`src/verilog/uartPkg.sv`:
```
`default_nettype none

package uartPkg;

	// System clock and serial line rate
	localparam int clkFreqHz = 50000000;
	localparam int baudRate = 115200;

	// Fractional baud accumulator, the top bit is the carry
	localparam int baudAccWidth = 17;

	// Receiver ticks per bit
	localparam int oversample = 16;

	typedef logic [baudAccWidth:0] baudAcc_t;

	// Increment for one tick per bit, rounded to nearest
	localparam baudAcc_t txBaudInc = baudAcc_t'(
		((baudRate << (baudAccWidth - 4)) + (clkFreqHz >> 5)) / (clkFreqHz >> 4)
	);

	// Same scaling at the oversampled rate, wider math to avoid overflow
	localparam baudAcc_t rxBaudInc = baudAcc_t'(
		((longint'(baudRate * oversample) << (baudAccWidth - 4)) + (clkFreqHz >> 5))
			/ (clkFreqHz >> 4)
	);

	// One character on the line
	typedef logic [7:0] uartByte_t;

	// Index of a data bit within a character
	typedef logic [2:0] bitIdx_t;

	// Position within one bit, counted in oversample ticks
	typedef logic [$clog2(oversample)-1:0] ovsCount_t;

	typedef enum logic [1:0] {
		txIdleSt,
		txStartSt,
		txDataSt,
		txStopSt
	} txState_e;

	typedef enum logic [1:0] {
		rxIdleSt,
		rxStartSt,
		rxDataSt,
		rxStopSt
	} rxState_e;

	// Result of one received frame
	typedef struct packed {
		uartByte_t data;
		logic frameError;
	} rxFrame_t;

endpackage

`default_nettype wire

```
`src/verilog/baudTickGen.sv`:
```
`default_nettype none

// Fractional rate generator
// The carry out of the accumulator gives one single-cycle tick; the
// remainder stays in the low bits so the mean rate is exact
module baudTickGen
	import uartPkg::*;
#(
	parameter baudAcc_t increment = txBaudInc
) (
	input logic CLK50MHZ,
	input logic rstN,
	input logic enable,
	output logic tick
);

	baudAcc_t acc;
	baudAcc_t accNext;

	// Drop the previous carry before adding
	assign accNext = {1'b0, acc[baudAccWidth-1:0]} + increment;

	always_ff @(posedge CLK50MHZ) begin
		if (!rstN) begin
			acc <= '0;
		end else if (!enable) begin
			// Idle keeps the phase at zero so every run starts fresh
			acc <= '0;
		end else begin
			acc <= accNext;
		end
	end

	// A carry left over from the last enabled cycle is not a tick
	assign tick = enable & acc[baudAccWidth];

endmodule

`default_nettype wire

```
`src/verilog/uartRx.sv`:
```
`default_nettype none

// Serial receiver, 8N1, LSB first, 16x oversampled
// Samples each bit in its middle and checks the stop bit
module uartRx
	import uartPkg::*;
(
	input logic CLK50MHZ,
	input logic rstN,
	input logic rxd,
	input logic sampleTick,
	output logic tickEnable,
	output logic valid,
	output rxFrame_t frame
);

	logic rxdMeta;
	logic rxdSync;
	rxState_e state;
	ovsCount_t ovsCnt;
	bitIdx_t bitCnt;
	uartByte_t shiftReg;
	logic midStart;
	logic midBit;
	logic lastBit;

	// Two-flop synchronizer, idle line is high
	always_ff @(posedge CLK50MHZ) begin
		if (!rstN) begin
			rxdMeta <= 1'b1;
			rxdSync <= 1'b1;
		end else begin
			rxdMeta <= rxd;
			rxdSync <= rxdMeta;
		end
	end

	// Ticks run while hunting a start edge or inside a frame
	assign tickEnable = (state != rxIdleSt) || !rxdSync;

	// Middle of the start bit after 8 ticks, then every 16 ticks
	assign midStart = sampleTick && (ovsCnt == ovsCount_t'(oversample / 2 - 1));
	assign midBit = sampleTick && (ovsCnt == ovsCount_t'(oversample - 1));

	assign lastBit = (bitCnt == bitIdx_t'(7));

	// Frame sequencer
	always_ff @(posedge CLK50MHZ) begin
		if (!rstN) begin
			state <= rxIdleSt;
		end else begin
			case (state)
				rxIdleSt: begin
					if (!rxdSync) begin
						state <= rxStartSt;
					end
				end
				rxStartSt: begin
					// A glitch is high again by mid-bit
					if (midStart) begin
						state <= rxdSync ? rxIdleSt : rxDataSt;
					end
				end
				rxDataSt: begin
					if (midBit && lastBit) begin
						state <= rxStopSt;
					end
				end
				rxStopSt: begin
					if (midBit) begin
						state <= rxIdleSt;
					end
				end
				default: begin
					state <= rxIdleSt;
				end
			endcase
		end
	end

	// Oversample and bit counters
	always_ff @(posedge CLK50MHZ) begin
		if (!rstN) begin
			ovsCnt <= '0;
			bitCnt <= '0;
		end else if (state == rxIdleSt) begin
			ovsCnt <= '0;
			bitCnt <= '0;
		end else if (state == rxStartSt && midStart) begin
			// Realign on the middle of the start bit
			ovsCnt <= '0;
		end else if (sampleTick) begin
			ovsCnt <= ovsCnt + 1'b1;
			if (state == rxDataSt && midBit) begin
				bitCnt <= bitCnt + 1'b1;
			end
		end
	end

	// Data shifts in from the top, so bit 0 ends up in the LSB
	always_ff @(posedge CLK50MHZ) begin
		if (state == rxDataSt && midBit) begin
			shiftReg <= {rxdSync, shiftReg[7:1]};
		end
	end

	// Result and valid pulse, a cycle after the stop sample
	always_ff @(posedge CLK50MHZ) begin
		if (!rstN) begin
			valid <= 1'b0;
			frame <= '0;
		end else begin
			valid <= 1'b0;
			if (state == rxStopSt && midBit) begin
				valid <= 1'b1;
				frame.data <= shiftReg;
				frame.frameError <= !rxdSync;
			end
		end
	end

endmodule

`default_nettype wire

```
`src/verilog/uartTop.sv`:
```
`default_nettype none

// Serial link subsystem
// Transmitter and receiver side by side, each with its own rate generator
module uartTop
	import uartPkg::*;
(
	input logic CLK50MHZ,
	input logic rstN,
	input logic txStart,
	input uartByte_t txData,
	output logic txd,
	output logic txBusy,
	input logic rxd,
	output logic rxValid,
	output rxFrame_t rxFrame
);

	logic txBaudTick;
	logic rxSampleTick;
	logic rxTickEnable;

	// One tick per bit, runs only while a frame is sent
	baudTickGen #(
		.increment(txBaudInc)
	) txTick (
		.CLK50MHZ(CLK50MHZ),
		.rstN(rstN),
		.enable(txBusy),
		.tick(txBaudTick)
	);

	uartTx tx (
		.CLK50MHZ(CLK50MHZ),
		.rstN(rstN),
		.start(txStart),
		.data(txData),
		.baudTick(txBaudTick),
		.txd(txd),
		.busy(txBusy)
	);

	// Sixteen ticks per bit for the receiver
	baudTickGen #(
		.increment(rxBaudInc)
	) rxTick (
		.CLK50MHZ(CLK50MHZ),
		.rstN(rstN),
		.enable(rxTickEnable),
		.tick(rxSampleTick)
	);

	uartRx rx (
		.CLK50MHZ(CLK50MHZ),
		.rstN(rstN),
		.rxd(rxd),
		.sampleTick(rxSampleTick),
		.tickEnable(rxTickEnable),
		.valid(rxValid),
		.frame(rxFrame)
	);

endmodule

`default_nettype wire

```
`src/verilog/uartTx.sv`:
```
`default_nettype none

// Serial transmitter, 8N1, LSB first
// The byte is taken at the start strobe; the line stays registered
module uartTx
	import uartPkg::*;
(
	input logic CLK50MHZ,
	input logic rstN,
	input logic start,
	input uartByte_t data,
	input logic baudTick,
	output logic txd,
	output logic busy
);

	txState_e state;
	uartByte_t shiftReg;
	bitIdx_t bitCnt;
	logic accept;
	logic lastBit;

	// Strobes while a frame is in flight are dropped
	assign accept = start && (state == txIdleSt);

	assign lastBit = (bitCnt == bitIdx_t'(7));

	// Busy also enables the tick generator
	assign busy = (state != txIdleSt);

	// Frame sequencer
	always_ff @(posedge CLK50MHZ) begin
		if (!rstN) begin
			state <= txIdleSt;
		end else begin
			case (state)
				txIdleSt: begin
					if (accept) begin
						state <= txStartSt;
					end
				end
				txStartSt: begin
					if (baudTick) begin
						state <= txDataSt;
					end
				end
				txDataSt: begin
					if (baudTick && lastBit) begin
						state <= txStopSt;
					end
				end
				txStopSt: begin
					// Full stop bit before the next frame
					if (baudTick) begin
						state <= txIdleSt;
					end
				end
				default: begin
					state <= txIdleSt;
				end
			endcase
		end
	end

	// Data bit counter
	always_ff @(posedge CLK50MHZ) begin
		if (!rstN) begin
			bitCnt <= '0;
		end else if (baudTick) begin
			if (state == txStartSt) begin
				bitCnt <= '0;
			end else if (state == txDataSt) begin
				bitCnt <= bitCnt + 1'b1;
			end
		end
	end

	// Shift register
	always_ff @(posedge CLK50MHZ) begin
		if (accept) begin
			shiftReg <= data;
		end else if (baudTick && (state == txStartSt || state == txDataSt)) begin
			shiftReg <= {1'b0, shiftReg[7:1]};
		end
	end

	// Line driver, changes only on a clock edge
	always_ff @(posedge CLK50MHZ) begin
		if (!rstN) begin
			txd <= 1'b1;
		end else begin
			case (state)
				txIdleSt: begin
					// Start bit goes out together with busy
					if (accept) begin
						txd <= 1'b0;
					end
				end
				txStartSt: begin
					if (baudTick) begin
						txd <= shiftReg[0];
					end
				end
				txDataSt: begin
					if (baudTick) begin
						txd <= lastBit ? 1'b1 : shiftReg[0];
					end
				end
				default: begin
					txd <= 1'b1;
				end
			endcase
		end
	end

endmodule

`default_nettype wire
```
`config.mk`:
```
export PLATFORM = sky130hd
export DESIGN_NAME = uartTop
export DESIGN_NICKNAME = d
export VERILOG_FILES = /design/src/verilog/uartPkg.sv /design/src/verilog/baudTickGen.sv /design/src/verilog/uartRx.sv /design/src/verilog/uartTop.sv /design/src/verilog/uartTx.sv
export SDC_FILE = /design/constraint.sdc
export NUM_CORES = 1
export LEC_CHECK = 0
export BUFFER_PORTS_ARGS = -buffer_cell sky130_fd_sc_hd__clkbuf_2
export CAP_MARGIN = 20
export CORE_MARGIN = 2
export CORE_UTILIZATION = 40
export CTS_CLUSTER_DIAMETER = 100
export CTS_CLUSTER_SIZE = 16
export DETAILED_ROUTE_END_ITERATION = 6
export GPL_ROUTABILITY_DRIVEN = 0
export GPL_TIMING_DRIVEN = 0
export PLACE_DENSITY = 0.67
export SETUP_SLACK_MARGIN = 0.3
export SLEW_MARGIN = 20
export SYNTH_ARGS = -nofsm -noshare
export SYNTH_HDL_FRONTEND = slang
export SYNTH_SLANG_ARGS = --single-unit
```
`constraint.sdc`:
```
create_clock -name CLK50MHZ -period 4.5 [get_ports CLK50MHZ]
set_input_delay 0.45 -clock CLK50MHZ [delete_from_list [all_inputs] [get_ports CLK50MHZ]]
set_output_delay 0.45 -clock CLK50MHZ [all_outputs]
set_load 0.05 [all_outputs]
```
## Word-level counts from Yosys, hierarchy flattened

Index checks and enable logic that the tools add are counted.

- $add $sub $neg: 5
- Equality and inequality tests: 19
- Mux-type cells: 21
- Bitwise gates (word level): 4
- Reduce and logical (&&, ||, !) cells: 27

Operator list:

| cell | number |
|---|---|
| $add A17 B13 Y18 const B | 1 |
| $add A17 B9 Y18 const B | 1 |
| $mux W2 | 9 |
| $mux W8 | 2 |
| $ne A2 B1 Y1 const B | 8 |
| $pmux W2 S4 | 2 |
| $logic_and A1 B1 Y1 | 9 |
| $eq A2 B2 Y1 const B | 4 |
| $reduce_and A4 Y1 | 2 |
| $reduce_bool A2 Y1 | 4 |
| $add A3 B1 Y3 const B | 2 |
| $eq A3 B3 Y1 const B | 2 |
| $mux W3 | 2 |
| $reduce_and A2 Y1 | 3 |
| $reduce_and A3 Y1 | 2 |
| $mux W1 | 5 |
| $add A4 B1 Y4 const B | 1 |
| $eq A2 B1 Y1 const B | 2 |
| $eq A4 B3 Y1 const B | 1 |
| $eq A4 B4 Y1 const B | 1 |
| $logic_not A2 Y1 | 2 |
| $pmux W1 S3 | 1 |
| $reduce_or A3 Y1 | 1 |
| $and A1 B1 Y1 | 2 |
| 5 further kinds | 7 |

- Flip-flop bits (word level): 79
- Input bits: 12
- Output and inout port bits: 12
- Word-level logic and storage cells: 91

## Depth between registers and ports, before layout

Gate-level depths: netlist of the first run.

- Word-level depth: 7
- Gate-level depth with buffers: 8
- Depth with buffers taken out: 6

## Hierarchy

From an unflattened synthesis of the first run, not the netlist that was laid out.

- Cell total of the unflattened synthesis: 316
- Area, all modules: 3241.9 um2

Modules (own cells, without submodules):

| module | times used | cells an instance | area an instance (um2) | seq. area each (um2) |
|---|---|---|---|---|
| uartRx | 1 | 103 | 1152.4 | 660.6 |
| baudTickGen (txTick) | 1 | 87 | 757.0 | 340.3 |
| uartTx | 1 | 62 | 753.2 | 360.3 |
| baudTickGen (rxTick) | 1 | 64 | 579.3 | 260.2 |

## Least setup slack after synthesis of the first run

OpenSTA, ideal clock, no wires.

- Kind: register to register
- From: reg tx.state[1]
- To: reg tx.state[0]
- Library setup time: 74 ps
- Arrival: 1672 ps
- Required time: 4426 ps
- Path slack: 2754 ps
- Cell stages (with the launch flop): 8
- Buffers on the path: 1
- Clock period less this slack: 1746 ps
- Path through: dfxtp_1 > inv_1 > ha_1 > buf_6 > or4b_4 > a211oi_2 > nor2_1 > nor3_2

- Longest elaborated chain between the ends: 5
- Elaborated cells on any way between the ends: 14
- Those cells by class: eq/ne (7); mux (1); bitwise (1); reduce/logical (5)

RTL lines:

| what | RTL line | RTL |
|---|---|---|
| start: declaration | uartTx.sv:17 | `txState_e state;` |
| start signal: assignment | uartTx.sv:34 | `state <= txIdleSt;` |
| start signal: assignment | uartTx.sv:39 | `state <= txStartSt;` |
| start signal: assignment | uartTx.sv:44 | `state <= txDataSt;` |
| $reduce_bool A2 Y1 | uartTx.sv:29 | `assign busy = (state != txIdleSt);` |
| $and A1 B1 Y1 | baudTickGen.sv:35 | `assign tick = enable & acc[baudAccWidth];` |
| $logic_and A1 B1 Y1 | uartTx.sv:48 | `if (baudTick && lastBit) begin` |
| $ne A2 B1 Y1 (no line) | -- |  |
| $reduce_and A4 Y1 (no line) | -- |  |

Several ways; a longest one is shown, not always the timed one.
A chain may end at the register's enable or synchronous reset.

## Worst setup path after layout of the first run

- From: reg tx.state[0]
- To: out txBusy

- Longest elaborated chain between the ends: 1

RTL lines:

| what | RTL line | RTL |
|---|---|---|
| $reduce_bool A2 Y1 | uartTx.sv:29 |  |
| end: declaration | uartTop.sv:13 | `output logic txBusy,` |

No other way between the ends.

==> flow_metrics.py, run 1 <==
metrics = {
    "synth": {
        "synth_ff_type": "dfxtp_1",
        "syn_area_sq_mm": 0.00313,
        "synth.distinct_cells": 52,
        "seq_area_frac_synth_pct": 51.8,
        "yosys.area.top_type": "dfxtp_1",
        "synth_area_leaders": "dfxtp_1, edfxtp_1, ha_1, nor2_1, a21oi_1",
        "synth_nets": 336,
        "synth_top_area_share_pct": 36.4,
        "netlist_top_cells_count": "dfxtp_1, nor2_1, a21oi_1",
        "synth_edf_count": 16,
        "syn_area_per_cell_sq_um": 10.0,
        "yosysMostFrequentCell": "dfxtp_1",
        "ys_seq_elements": 73,
        "yosysWarnings": 0,
        "async_flop_share_pct": 0,
        "synth_cells": 313,
    },
    "status": {
        "status": "completed",
    },
    "min_path": {
        "min_path_type": "input port to flip-flop",
    },
    "sta": {
        "skew_ns": 0.0108,
        "final-setup-viol-count": 0,
        "fin_setup_tns_ns": 0,
        "fin_crit_sh_pct": 44.7,
        "slew_viol_final": 0,
        "slew_headroom_pct": 40.7,
        "tightestPinTransition_ns": 0.885,
        "timing.fmax_mhz": 497,
        "hold_violations": 0,
        "holdWs_ns": 0.316,
        "layout_min_cycle_time_ns": 2.01,
        "rsz0062_at_grt": "no",
    },
    "floorplan": {
        "die_y_um": 92.5,
        "rows": 32,
        "die_area_sq_mm": 0.00855,
        "io_pins": 24,
        "die_width_um": 92.5,
        "coreArea_sq_mm": 0.00765,
        "start_util_pct": 41.0,
    },
    "detailed_routing": {
        "ant_nets": 0,
        "drt-total-wl_um": 5470,
        "viasPerCell": 5.10,
        "dr.pass1.iters": 4,
        "wl_per_cell_um": 12.1,
        "drc": 0,
        "via_count": 2311,
        "first_iter_violations": 55,
    },
    "clock_tree": {
        "post_cts_buffers": 0,
        "cts_resized": 0,
        "ctsRootBufferMaster": "clkbuf_8",
        "tritoncts": "done",
        "holdBufCountCts": 0,
        "ctsLongestPathBuffers": 2,
        "cts_inserted_buffers": 9,
        "clkTransAtPathRegs_ns": 0.07,
        "h-tree-depth": 3,
        "cts.sinks": 73,
        "insertion_delay_ns": 0.35,
    },
    "global_route": {
        "grt-ovfl-total": 0,
        "grt.met3_usage_pct": 4.15,
        "grt_pass1_vias": 2142,
        "busiest_layer": "met2",
        "grt_use_met2_pct": 22.4,
        "grt_max_degree": 14,
        "grt_pass1_wl_um": 9390,
        "grt_usage_pct": 13.9,
        "antenna_found_initial": 0,
        "met1_usage_pct": 16.7,
    },
    "power_and_ir_drop": {
        "ir_drop_v": 0.000215,
        "powerDensity_mw_per_mm2": 504,
        "p_leak_nw": 1.44,
        "p_total_w": 0.00183,
    },
    "setup_path": {
        "path_common_cell": "inv_1",
        "cp_data_required_time_ns": 4.05,
        "crit_buf_inv": 4,
        "crit_path_max_incr_delay_ns": 0.38,
        "cp-end-kind": "primary output",
        "cp.arrival_ns": 1.56,
        "worst-path-max-fanout": 8,
        "cp_top_family": "buffers and inverters",
        "crit_type": "flip-flop to primary output",
        "critical_path.slowest_cell": "dfxtp_1",
        "cp_cell_sequence": "inv_1 > ha_1 > clkbuf_1 > inv_1 > clkbuf_2",
        "crit_path_start_kind": "flip-flop",
    },
    "finish": {
        "fin_area_sq_mm": 0.00363,
        "finalNonFillerCells": 453,
        "syn_to_final_growth_pct": 15.9,
        "multi_input_area_sq_mm": 0.00139,
        "finalNetCount": 369,
        "insertedDiodeCount": 0,
        "fillerInstances": 743,
        "register_area_sq_mm": 0.00162,
        "drive_gt1_share_pct": 16.2,
    },
    "flow_run": {
        "maxCapViolCount": 0,
    },
    "place": {
        "hpwl_um": 3800,
        "port_buffers": 22,
        "dp.cells": 437,
        "placed_area_sq_mm": 0.00337,
    },
}
-- sequential cells by signal, summed over array words and instances, names as in the netlist, named ones only --
name and cells:
txTick.acc 17, rxTick.acc 13, rx.frame 9, rx.shiftReg 8
tx.shiftReg 8, rx.ovsCnt 4, rx.bitCnt 3, tx.bitCnt 3
tx.state 2, rx.rxdMeta 1, rx.rxdSync 1, rx.state 1
rx.valid 1, tx.txd 1
-- cell usage in the layout (no fill, tap or decap), types with 8 or more instances in the layout --
cell	count
dfxtp_1	57
nand3_1	11
nand2_1	14
mux2i_1	12
inv_1	15
edfxtp_1	16
nor2_1	35
ha_1	11
a21oi_1	24
clkbuf_8	9
clkbuf_2	23
o21ai_0	12
or3_1	8
-- stage by stage --
step	setup WS (ns)	util, %
after floorplan	2.75	-
after global routing	2.37	47.4
after detailed placement	2.53	44.1
after global placement	2.57	44.1
after CTS	2.45	47.4
final	2.49	47.4
-- final timing paths --
path / startpoint / to / slack, ns / cells after the start
worst max-delay path: tx.state[0]$_SDFFE_PN0P_ / txBusy / 2.49 / 5
worst min-delay path: rxd / rx.rxdMeta$_SDFF_PN1_ / 0.32 / 2
worst max register to register: tx.state[1]$_SDFFE_PN0P_ / txTick.acc[6]$_SDFF_PN0_ / 2.58 / 7
worst min register to register: rx.rxdMeta$_SDFF_PN1_ / rx.rxdSync$_SDFF_PN1_ / 0.41 / 1
-- report_power, final --
part	switching, W	leakage, nW	internal [W]	total [W]
Combinational	0.000236	0.708	0.000155	0.000391
Clock	0.000237	0.124	0.000423	0.000660
Sequential	0.0000360	0.610	0.000742	0.000778
Total	0.000509	1.44	0.00132	0.00183
-- layout make-up --
class	count	area share, %
repair buffers	22	3.03
inverters	16	1.66
plain buffers	13	1.76
clock buffers	10	3.52
flip-flops and latches	73	44.7
multi-input cells	211	38.2
well taps	102	3.52
clock inverters	6	3.62
-- cells by family after synthesis --
family	Yosys count	synth area share, %
adder cells (fa/ha/maj)	11	4.39
AO/OA/AOI/OAI	67	13.7
multiplexers	19	6.35
buffers and inverters	29	3.95
flip-flops	73	51.8
AND/OR/NAND/NOR	106	17.6
XOR/XNOR	8	2.24
-- routing by layer --
metal	share of wire, %	vias to the layer above
met5	0	-
met4	2.1	0
met3	3.0	10
met2	47	21
met1	48	1094
li1	-	1186
No activity file was read; power rests on OpenSTA's default activity.
==> inputs of run 2 (changes only) <==
Clock period 4.5 ns to 1.9 ns, I/O delays scaled along.
==> flow_metrics.py, run 2 (synthesis results as in run 1) <==
metrics = {
    "power_and_ir_drop": {
        "ir_drop_v": 0.000377,
        "seqPwrFrac_pct": 45.5,
        "pwr-share-clk_pct": 25.9,
        "power.internal_w": 0.00276,
        "p_leak_nw": 1.47,
        "p_sw_share_pct": 32.5,
        "combPwrFrac_pct": 28.6,
        "switching_power_w": 0.00133,
        "powerDensity_mw_per_mm2": 1080,
    },
    "global_route": {
        "grt_usage_pct": 13.9,
        "grt_pass1_wl_um": 9530,
        "grt_max_degree": 14,
        "antenna_found_initial": 0,
        "grt_pass1_vias": 2206,
        "grt-ovfl-total": 0,
    },
    "place": {
        "port_buffers": 22,
        "dp.cells": 437,
        "hpwl_um": 3840,
    },
    "sta": {
        "timing.fmax_mhz": 597,
        "final-setup-viol-count": 0,
        "hold_violations": 0,
        "slew_headroom_pct": 68.9,
        "layout_min_cycle_time_ns": 1.68,
        "fin_crit_sh_pct": 88.2,
        "tightestPinTransition_ns": 0.467,
        "rsz0062_at_grt": "yes",
        "slew_viol_final": 0,
        "skew_ns": 0.0131,
        "holdWs_ns": 0.0599,
    },
    "floorplan": {
        "rows": 32,
        "die_y_um": 92.5,
        "die_width_um": 92.5,
        "coreArea_sq_mm": 0.00765,
        "die_area_sq_mm": 0.00855,
        "io_pins": 24,
        "start_util_pct": 41.0,
    },
    "finish": {
        "reg_top3": "txTick.acc: 17 flops, rxTick.acc: 13 flops, rx.frame: 9 flops",
        "mostFrequentLayoutCell": "dfxtp_1",
        "regMostFlops": "txTick.acc",
        "finalNonFillerCells": 460,
        "largest_reg_flops": 17,
        "register_area_sq_mm": 0.00163,
        "insertedDiodeCount": 0,
        "layout_common_cells": "dfxtp_1, nor2_1, clkbuf_2",
        "syn_to_final_growth_pct": 20.3,
        "drive_gt1_share_pct": 25.1,
        "finalNetCount": 376,
        "fillerInstances": 701,
        "multi_input_area_sq_mm": 0.00150,
    },
    "clock_tree": {
        "tritoncts": "done",
        "h-tree-depth": 3,
        "ctsRootBufferMaster": "clkbuf_8",
        "ctsLongestPathBuffers": 2,
        "clkTransAtPathRegs_ns": 0.08,
        "cts_inserted_buffers": 9,
        "cts.sinks": 73,
        "holdBufCountCts": 0,
        "insertion_delay_ns": 0.35,
    },
    "min_path": {
        "whs_endpoint": "rx.rxdMeta$_SDFF_PN1_",
        "hold_depth": 2,
        "min_path_type": "input port to flip-flop",
        "min-delay-start": "rxd",
    },
    "setup_path": {
        "cp.arrival_ns": 1.93,
        "reg2reg_from": "tx.state[1]$_SDFFE_PN0P_",
        "cp_data_required_time_ns": 2.16,
        "cp_top_family": "simple AND/OR/NAND/NOR gates",
        "crit_path_start_kind": "flip-flop",
        "cp_cell_sequence": "buf_4 > ha_4 > or4b_4 > a211oi_4 > nand3_1 > o31ai_1",
        "worst-path-max-fanout": 3,
        "crit_buf_inv": 1,
        "crit_path_max_incr_delay_ns": 0.54,
        "r2r_cells": 6,
        "critical_path.slowest_cell": "or4b_4",
        "crit_type": "flip-flop to flip-flop",
        "reg2reg_to": "tx.state[1]$_SDFFE_PN0P_",
        "r2r_setup_slack_ns": 0.22,
        "cp-end-kind": "flip-flop",
    },
    "detailed_routing": {
        "dr.pass1.iters": 6,
        "drc": 0,
        "ant_nets": 0,
        "wl_per_cell_um": 12.1,
        "via_count": 2310,
        "first_iter_violations": 79,
        "drt-total-wl_um": 5580,
        "viasPerCell": 5.02,
    },
    "flow_run": {
        "maxCapViolCount": 0,
    },
    "status": {
        "status": "completed",
    },
}
==> run 2: power by group through the flow <==
stage	Combinational, W	Clock (W)	Sequential, W
after global routing	0.00128	0.00116	0.00188
after global placement	0.000919	0	0.00188
final	0.00117	0.00106	0.00186
after floorplan	0.000729	0	0.00190
after detailed placement	0.000942	0	0.00189
after CTS	0.00113	0.00109	0.00185
==> run 2: layer usage <==
metal,global-route usage (%),wire [um],vias up
li1,-,-,1196
met5,0,0,-
met4,7.09,129,0
met1,16.5,2600,1085
met2,23.3,2720,19
met3,3.42,137,10
==> run 2: how the worst max path moves through the flow <==
stage | cells after the start | slack (ns) | start | end
2_1_floorplan | 7 | 0.27 | tx.state[1]$_SDFFE_PN0P_ | tx.state[1]$_SDFFE_PN0P_
3_3_place_gp | 7 | -0.02 | tx.state[0]$_SDFFE_PN0P_ | txTick.acc[6]$_SDFF_PN0_
3_5_place_dp | 7 | -0.05 | tx.state[0]$_SDFFE_PN0P_ | txTick.acc[8]$_SDFF_PN0_
4_1_cts | 6 | 0.19 | tx.state[1]$_SDFFE_PN0P_ | tx.state[1]$_SDFFE_PN0P_
5_1_grt | 7 | 0.15 | tx.state[1]$_SDFFE_PN0P_ | tx.state[0]$_SDFFE_PN0P_
6_report | 6 | 0.22 | tx.state[1]$_SDFFE_PN0P_ | tx.state[1]$_SDFFE_PN0P_
==> run 2: cell type report <==
class / count / area share (%)
clock buffers: 9 / 3.29
inverters: 16 / 1.59
plain buffers: 13 / 2.62
clock inverters: 7 / 1.23
repair buffers: 29 / 4.91
multi-input cells: 211 / 39.7
flip-flops and latches: 73 / 43.3
well taps: 102 / 3.39
==> run 2: timing repair <==
item / CTS / global route
setup buffers: 7 / 0
pin swaps: 6 / 1
gates cloned: 0 / 0
resized for setup: 22 / 25
endpoints found under the setup margin: 61 / 55
==> run 2: metrics by stage <==
step	setup slack [ns]	total power (W)	instance area (sq um)	util, %	TNS [ns]
floorplan	0.272	0.00263	3150	-	0
global placement	-0.0177	0.00280	3380	44.2	-0.0499
detailed placement	-0.0536	0.00283	3380	44.2	-0.428
CTS	0.191	0.00407	3700	48.4	0
global route	0.154	0.00431	3770	49.3	0
finish	0.224	0.00409	3770	49.3	0
==> run 2: worst register-to-register path: stages (launching register included) <==
cell	delay [ns]
dfxtp_2	0.34
buf_4	0.14
ha_4	0.15
or4b_4	0.54
a211oi_4	0.26
nand3_1	0.10
o31ai_1	0.06
==> inputs of run 3 (changes only) <==
Settings changed: CORE_UTILIZATION 40 to 50, PLACE_DENSITY 0.67 to 0.78.
==> flow_metrics.py, run 3 (synthesis results as in run 1) <==
metrics = {
    "detailed_routing": {
        "drc": 0,
        "first_iter_violations": 143,
        "via_count": 2400,
        "viasPerCell": 5.52,
        "dr.pass1.iters": 4,
        "drt-total-wl_um": 6220,
        "ant_nets": 0,
        "wl_per_cell_um": 14.3,
    },
    "setup_path": {
        "crit_start": "tx.state[1]$_SDFFE_PN0P_",
        "cp-end-kind": "flip-flop",
        "reg2reg_from": "tx.state[1]$_SDFFE_PN0P_",
        "critical_path.slowest_cell": "or4b_4",
        "cp.arrival_ns": 2.00,
        "crit_path_start_kind": "flip-flop",
        "cp_data_required_time_ns": 2.16,
        "crit_type": "flip-flop to flip-flop",
        "reg2reg_to": "tx.state[1]$_SDFFE_PN0P_",
        "crit_buf_inv": 2,
        "cp_cell_sequence": "inv_4 > ha_4 > buf_6 > or4b_4 > a211oi_4 > nand3_1 > o31ai_1",
        "r2r_setup_slack_ns": 0.16,
        "cp_top_family": "simple AND/OR/NAND/NOR gates",
        "r2r_cells": 7,
        "crit_path_max_incr_delay_ns": 0.48,
        "worst-path-max-fanout": 3,
    },
    "sta": {
        "tightestPinTransition_ns": 0.478,
        "slew_headroom_pct": 67.8,
        "timing.fmax_mhz": 575,
        "slew_viol_final": 0,
        "skew_ns": 0.0140,
        "worst_slack_ns": 0.162,
        "final-setup-viol-count": 0,
        "fin_crit_sh_pct": 91.5,
        "rsz0062_at_grt": "yes",
        "layout_min_cycle_time_ns": 1.74,
        "fin_setup_tns_ns": 0,
        "hold_violations": 0,
    },
    "power_and_ir_drop": {
        "pwr-share-clk_pct": 28.1,
        "p_leak_nw": 1.53,
        "power.internal_w": 0.00305,
        "combPwrFrac_pct": 29.7,
        "ir_drop_v": 0.000757,
        "seqPwrFrac_pct": 42.3,
        "switching_power_w": 0.00138,
        "p_sw_share_pct": 31.1,
        "powerDensity_mw_per_mm2": 1140,
    },
    "finish": {
        "layout_common_cells": "dfxtp_1, nor2_1, a21oi_1, clkbuf_2, edfxtp_1",
        "finalNonFillerCells": 435,
        "fillerInstances": 445,
        "insertedDiodeCount": 0,
        "drive_gt1_share_pct": 28.6,
        "largest_reg_flops": 17,
        "syn_to_final_growth_pct": 24.3,
        "regMostFlops": "txTick.acc",
        "fin_area_sq_mm": 0.00389,
        "mostFrequentLayoutCell": "dfxtp_1",
        "utilization_pct": 65.0,
        "finalNetCount": 378,
        "reg_top3": "txTick.acc: 17 flops, rxTick.acc: 13 flops, rx.frame: 9 flops",
    },
    "clock_tree": {
        "insertion_delay_ns": 0.35,
        "tritoncts": "done",
        "ctsLongestPathBuffers": 2,
        "cts.sinks": 73,
        "cts_inserted_buffers": 9,
        "clkTransAtPathRegs_ns": 0.08,
        "holdBufCountCts": 0,
        "h-tree-depth": 3,
        "ctsRootBufferMaster": "clkbuf_8",
    },
    "global_route": {
        "grt_usage_pct": 18.1,
        "grt_max_degree": 13,
        "grt-ovfl-total": 0,
        "antenna_found_initial": 0,
        "grt_pass1_vias": 2383,
        "grt_pass1_wl_um": 10200,
    },
    "status": {
        "status": "completed",
    },
    "floorplan": {
        "rows": 28,
        "coreArea_sq_mm": 0.00599,
        "io_pins": 24,
        "die_width_um": 83.1,
        "die_y_um": 83.1,
        "start_util_pct": 52.3,
        "die_area_sq_mm": 0.00691,
    },
    "place": {
        "hpwl_um": 3820,
        "placed_area_sq_mm": 0.00335,
        "dp.cells": 410,
        "pre_cts_ws_ns": -0.0362,
        "port_buffers": 22,
    },
    "min_path": {
        "min_path_type": "input port to flip-flop",
        "hold_depth": 2,
        "min-delay-start": "rxd",
        "whs_endpoint": "rx.rxdMeta$_SDFF_PN1_",
    },
    "flow_run": {
        "maxCapViolCount": 0,
    },
}
==> run 3: cell count changes in the layout (fill, tap and decap cells not counted), sizes merged <==
cell / before / now
bufinv: 0 / 1
clkinv: 4 / 5
inv: 16 / 15
buf: 16 / 18
clkinvlp: 3 / 0
clkbuf: 35 / 37
==> run 3: how the worst max path moves through the flow <==
stage / to / cells past startpoint
final: tx.state[1]$_SDFFE_PN0P_ / 7
after global routing: tx.state[1]$_SDFFE_PN0P_ / 7
after CTS: tx.state[1]$_SDFFE_PN0P_ / 7
after detailed placement: txTick.acc[6]$_SDFF_PN0_ / 7
after global placement: txTick.acc[6]$_SDFF_PN0_ / 7
after floorplan: tx.state[1]$_SDFFE_PN0P_ / 7
==> run 3: layer usage <==
layer | up-vias | part of all wire, % | track usage (%) | wire, um
met5 | - | 0 | 0 | 0
met4 | 0 | 1.7 | 8.05 | 105
met3 | 10 | 3.4 | 4.57 | 211
met2 | 35 | 50 | 31.1 | 3110
met1 | 1149 | 45 | 21.4 | 2790
li1 | 1206 | - | - | -
==> run 3: metrics by stage <==
| step | power (W) | hold WS (ns) |
|---|---|---|
| after floorplan | 0.00263 | 0.291 |
| after global placement | 0.00279 | 0.373 |
| after detailed placement | 0.00282 | 0.374 |
| after CTS | 0.00430 | 0.0106 |
| after global routing | 0.00464 | 0.0326 |
| final | 0.00443 | 0.0180 |
==> run 3: layout make-up <==
cell class / instances / area (sq um) / area share, %
Multi-Input combinational cell: 211 / 1550 / 39.8
Tap cell: 75 / 93.8 / 2.41
Clock buffer: 11 / 151 / 3.89
Inverter: 16 / 62.6 / 1.61
Sequential cell: 73 / 1640 / 42.2
Clock inverter: 5 / 53.8 / 1.38
Timing Repair Buffer: 31 / 226 / 5.82
Buffer: 13 / 111 / 2.86
==> run 3: power by group through the flow <==
stage	Combinational (W)	Sequential (W)	Clock (W)
detailed placement	0.000938	0.00189	0
floorplan	0.000729	0.00190	0
global placement	0.000911	0.00188	0
global route	0.00143	0.00189	0.00132
CTS	0.00117	0.00187	0.00126
finish	0.00132	0.00187	0.00124
==> run 3: what timing repair did <==
item                       4_1_cts  5_1_grt
setup endpoints to repair       61       57
cloned                           0        0
resized for setup               31       38
buffers inserted                 4        5
pin swaps                        7        6
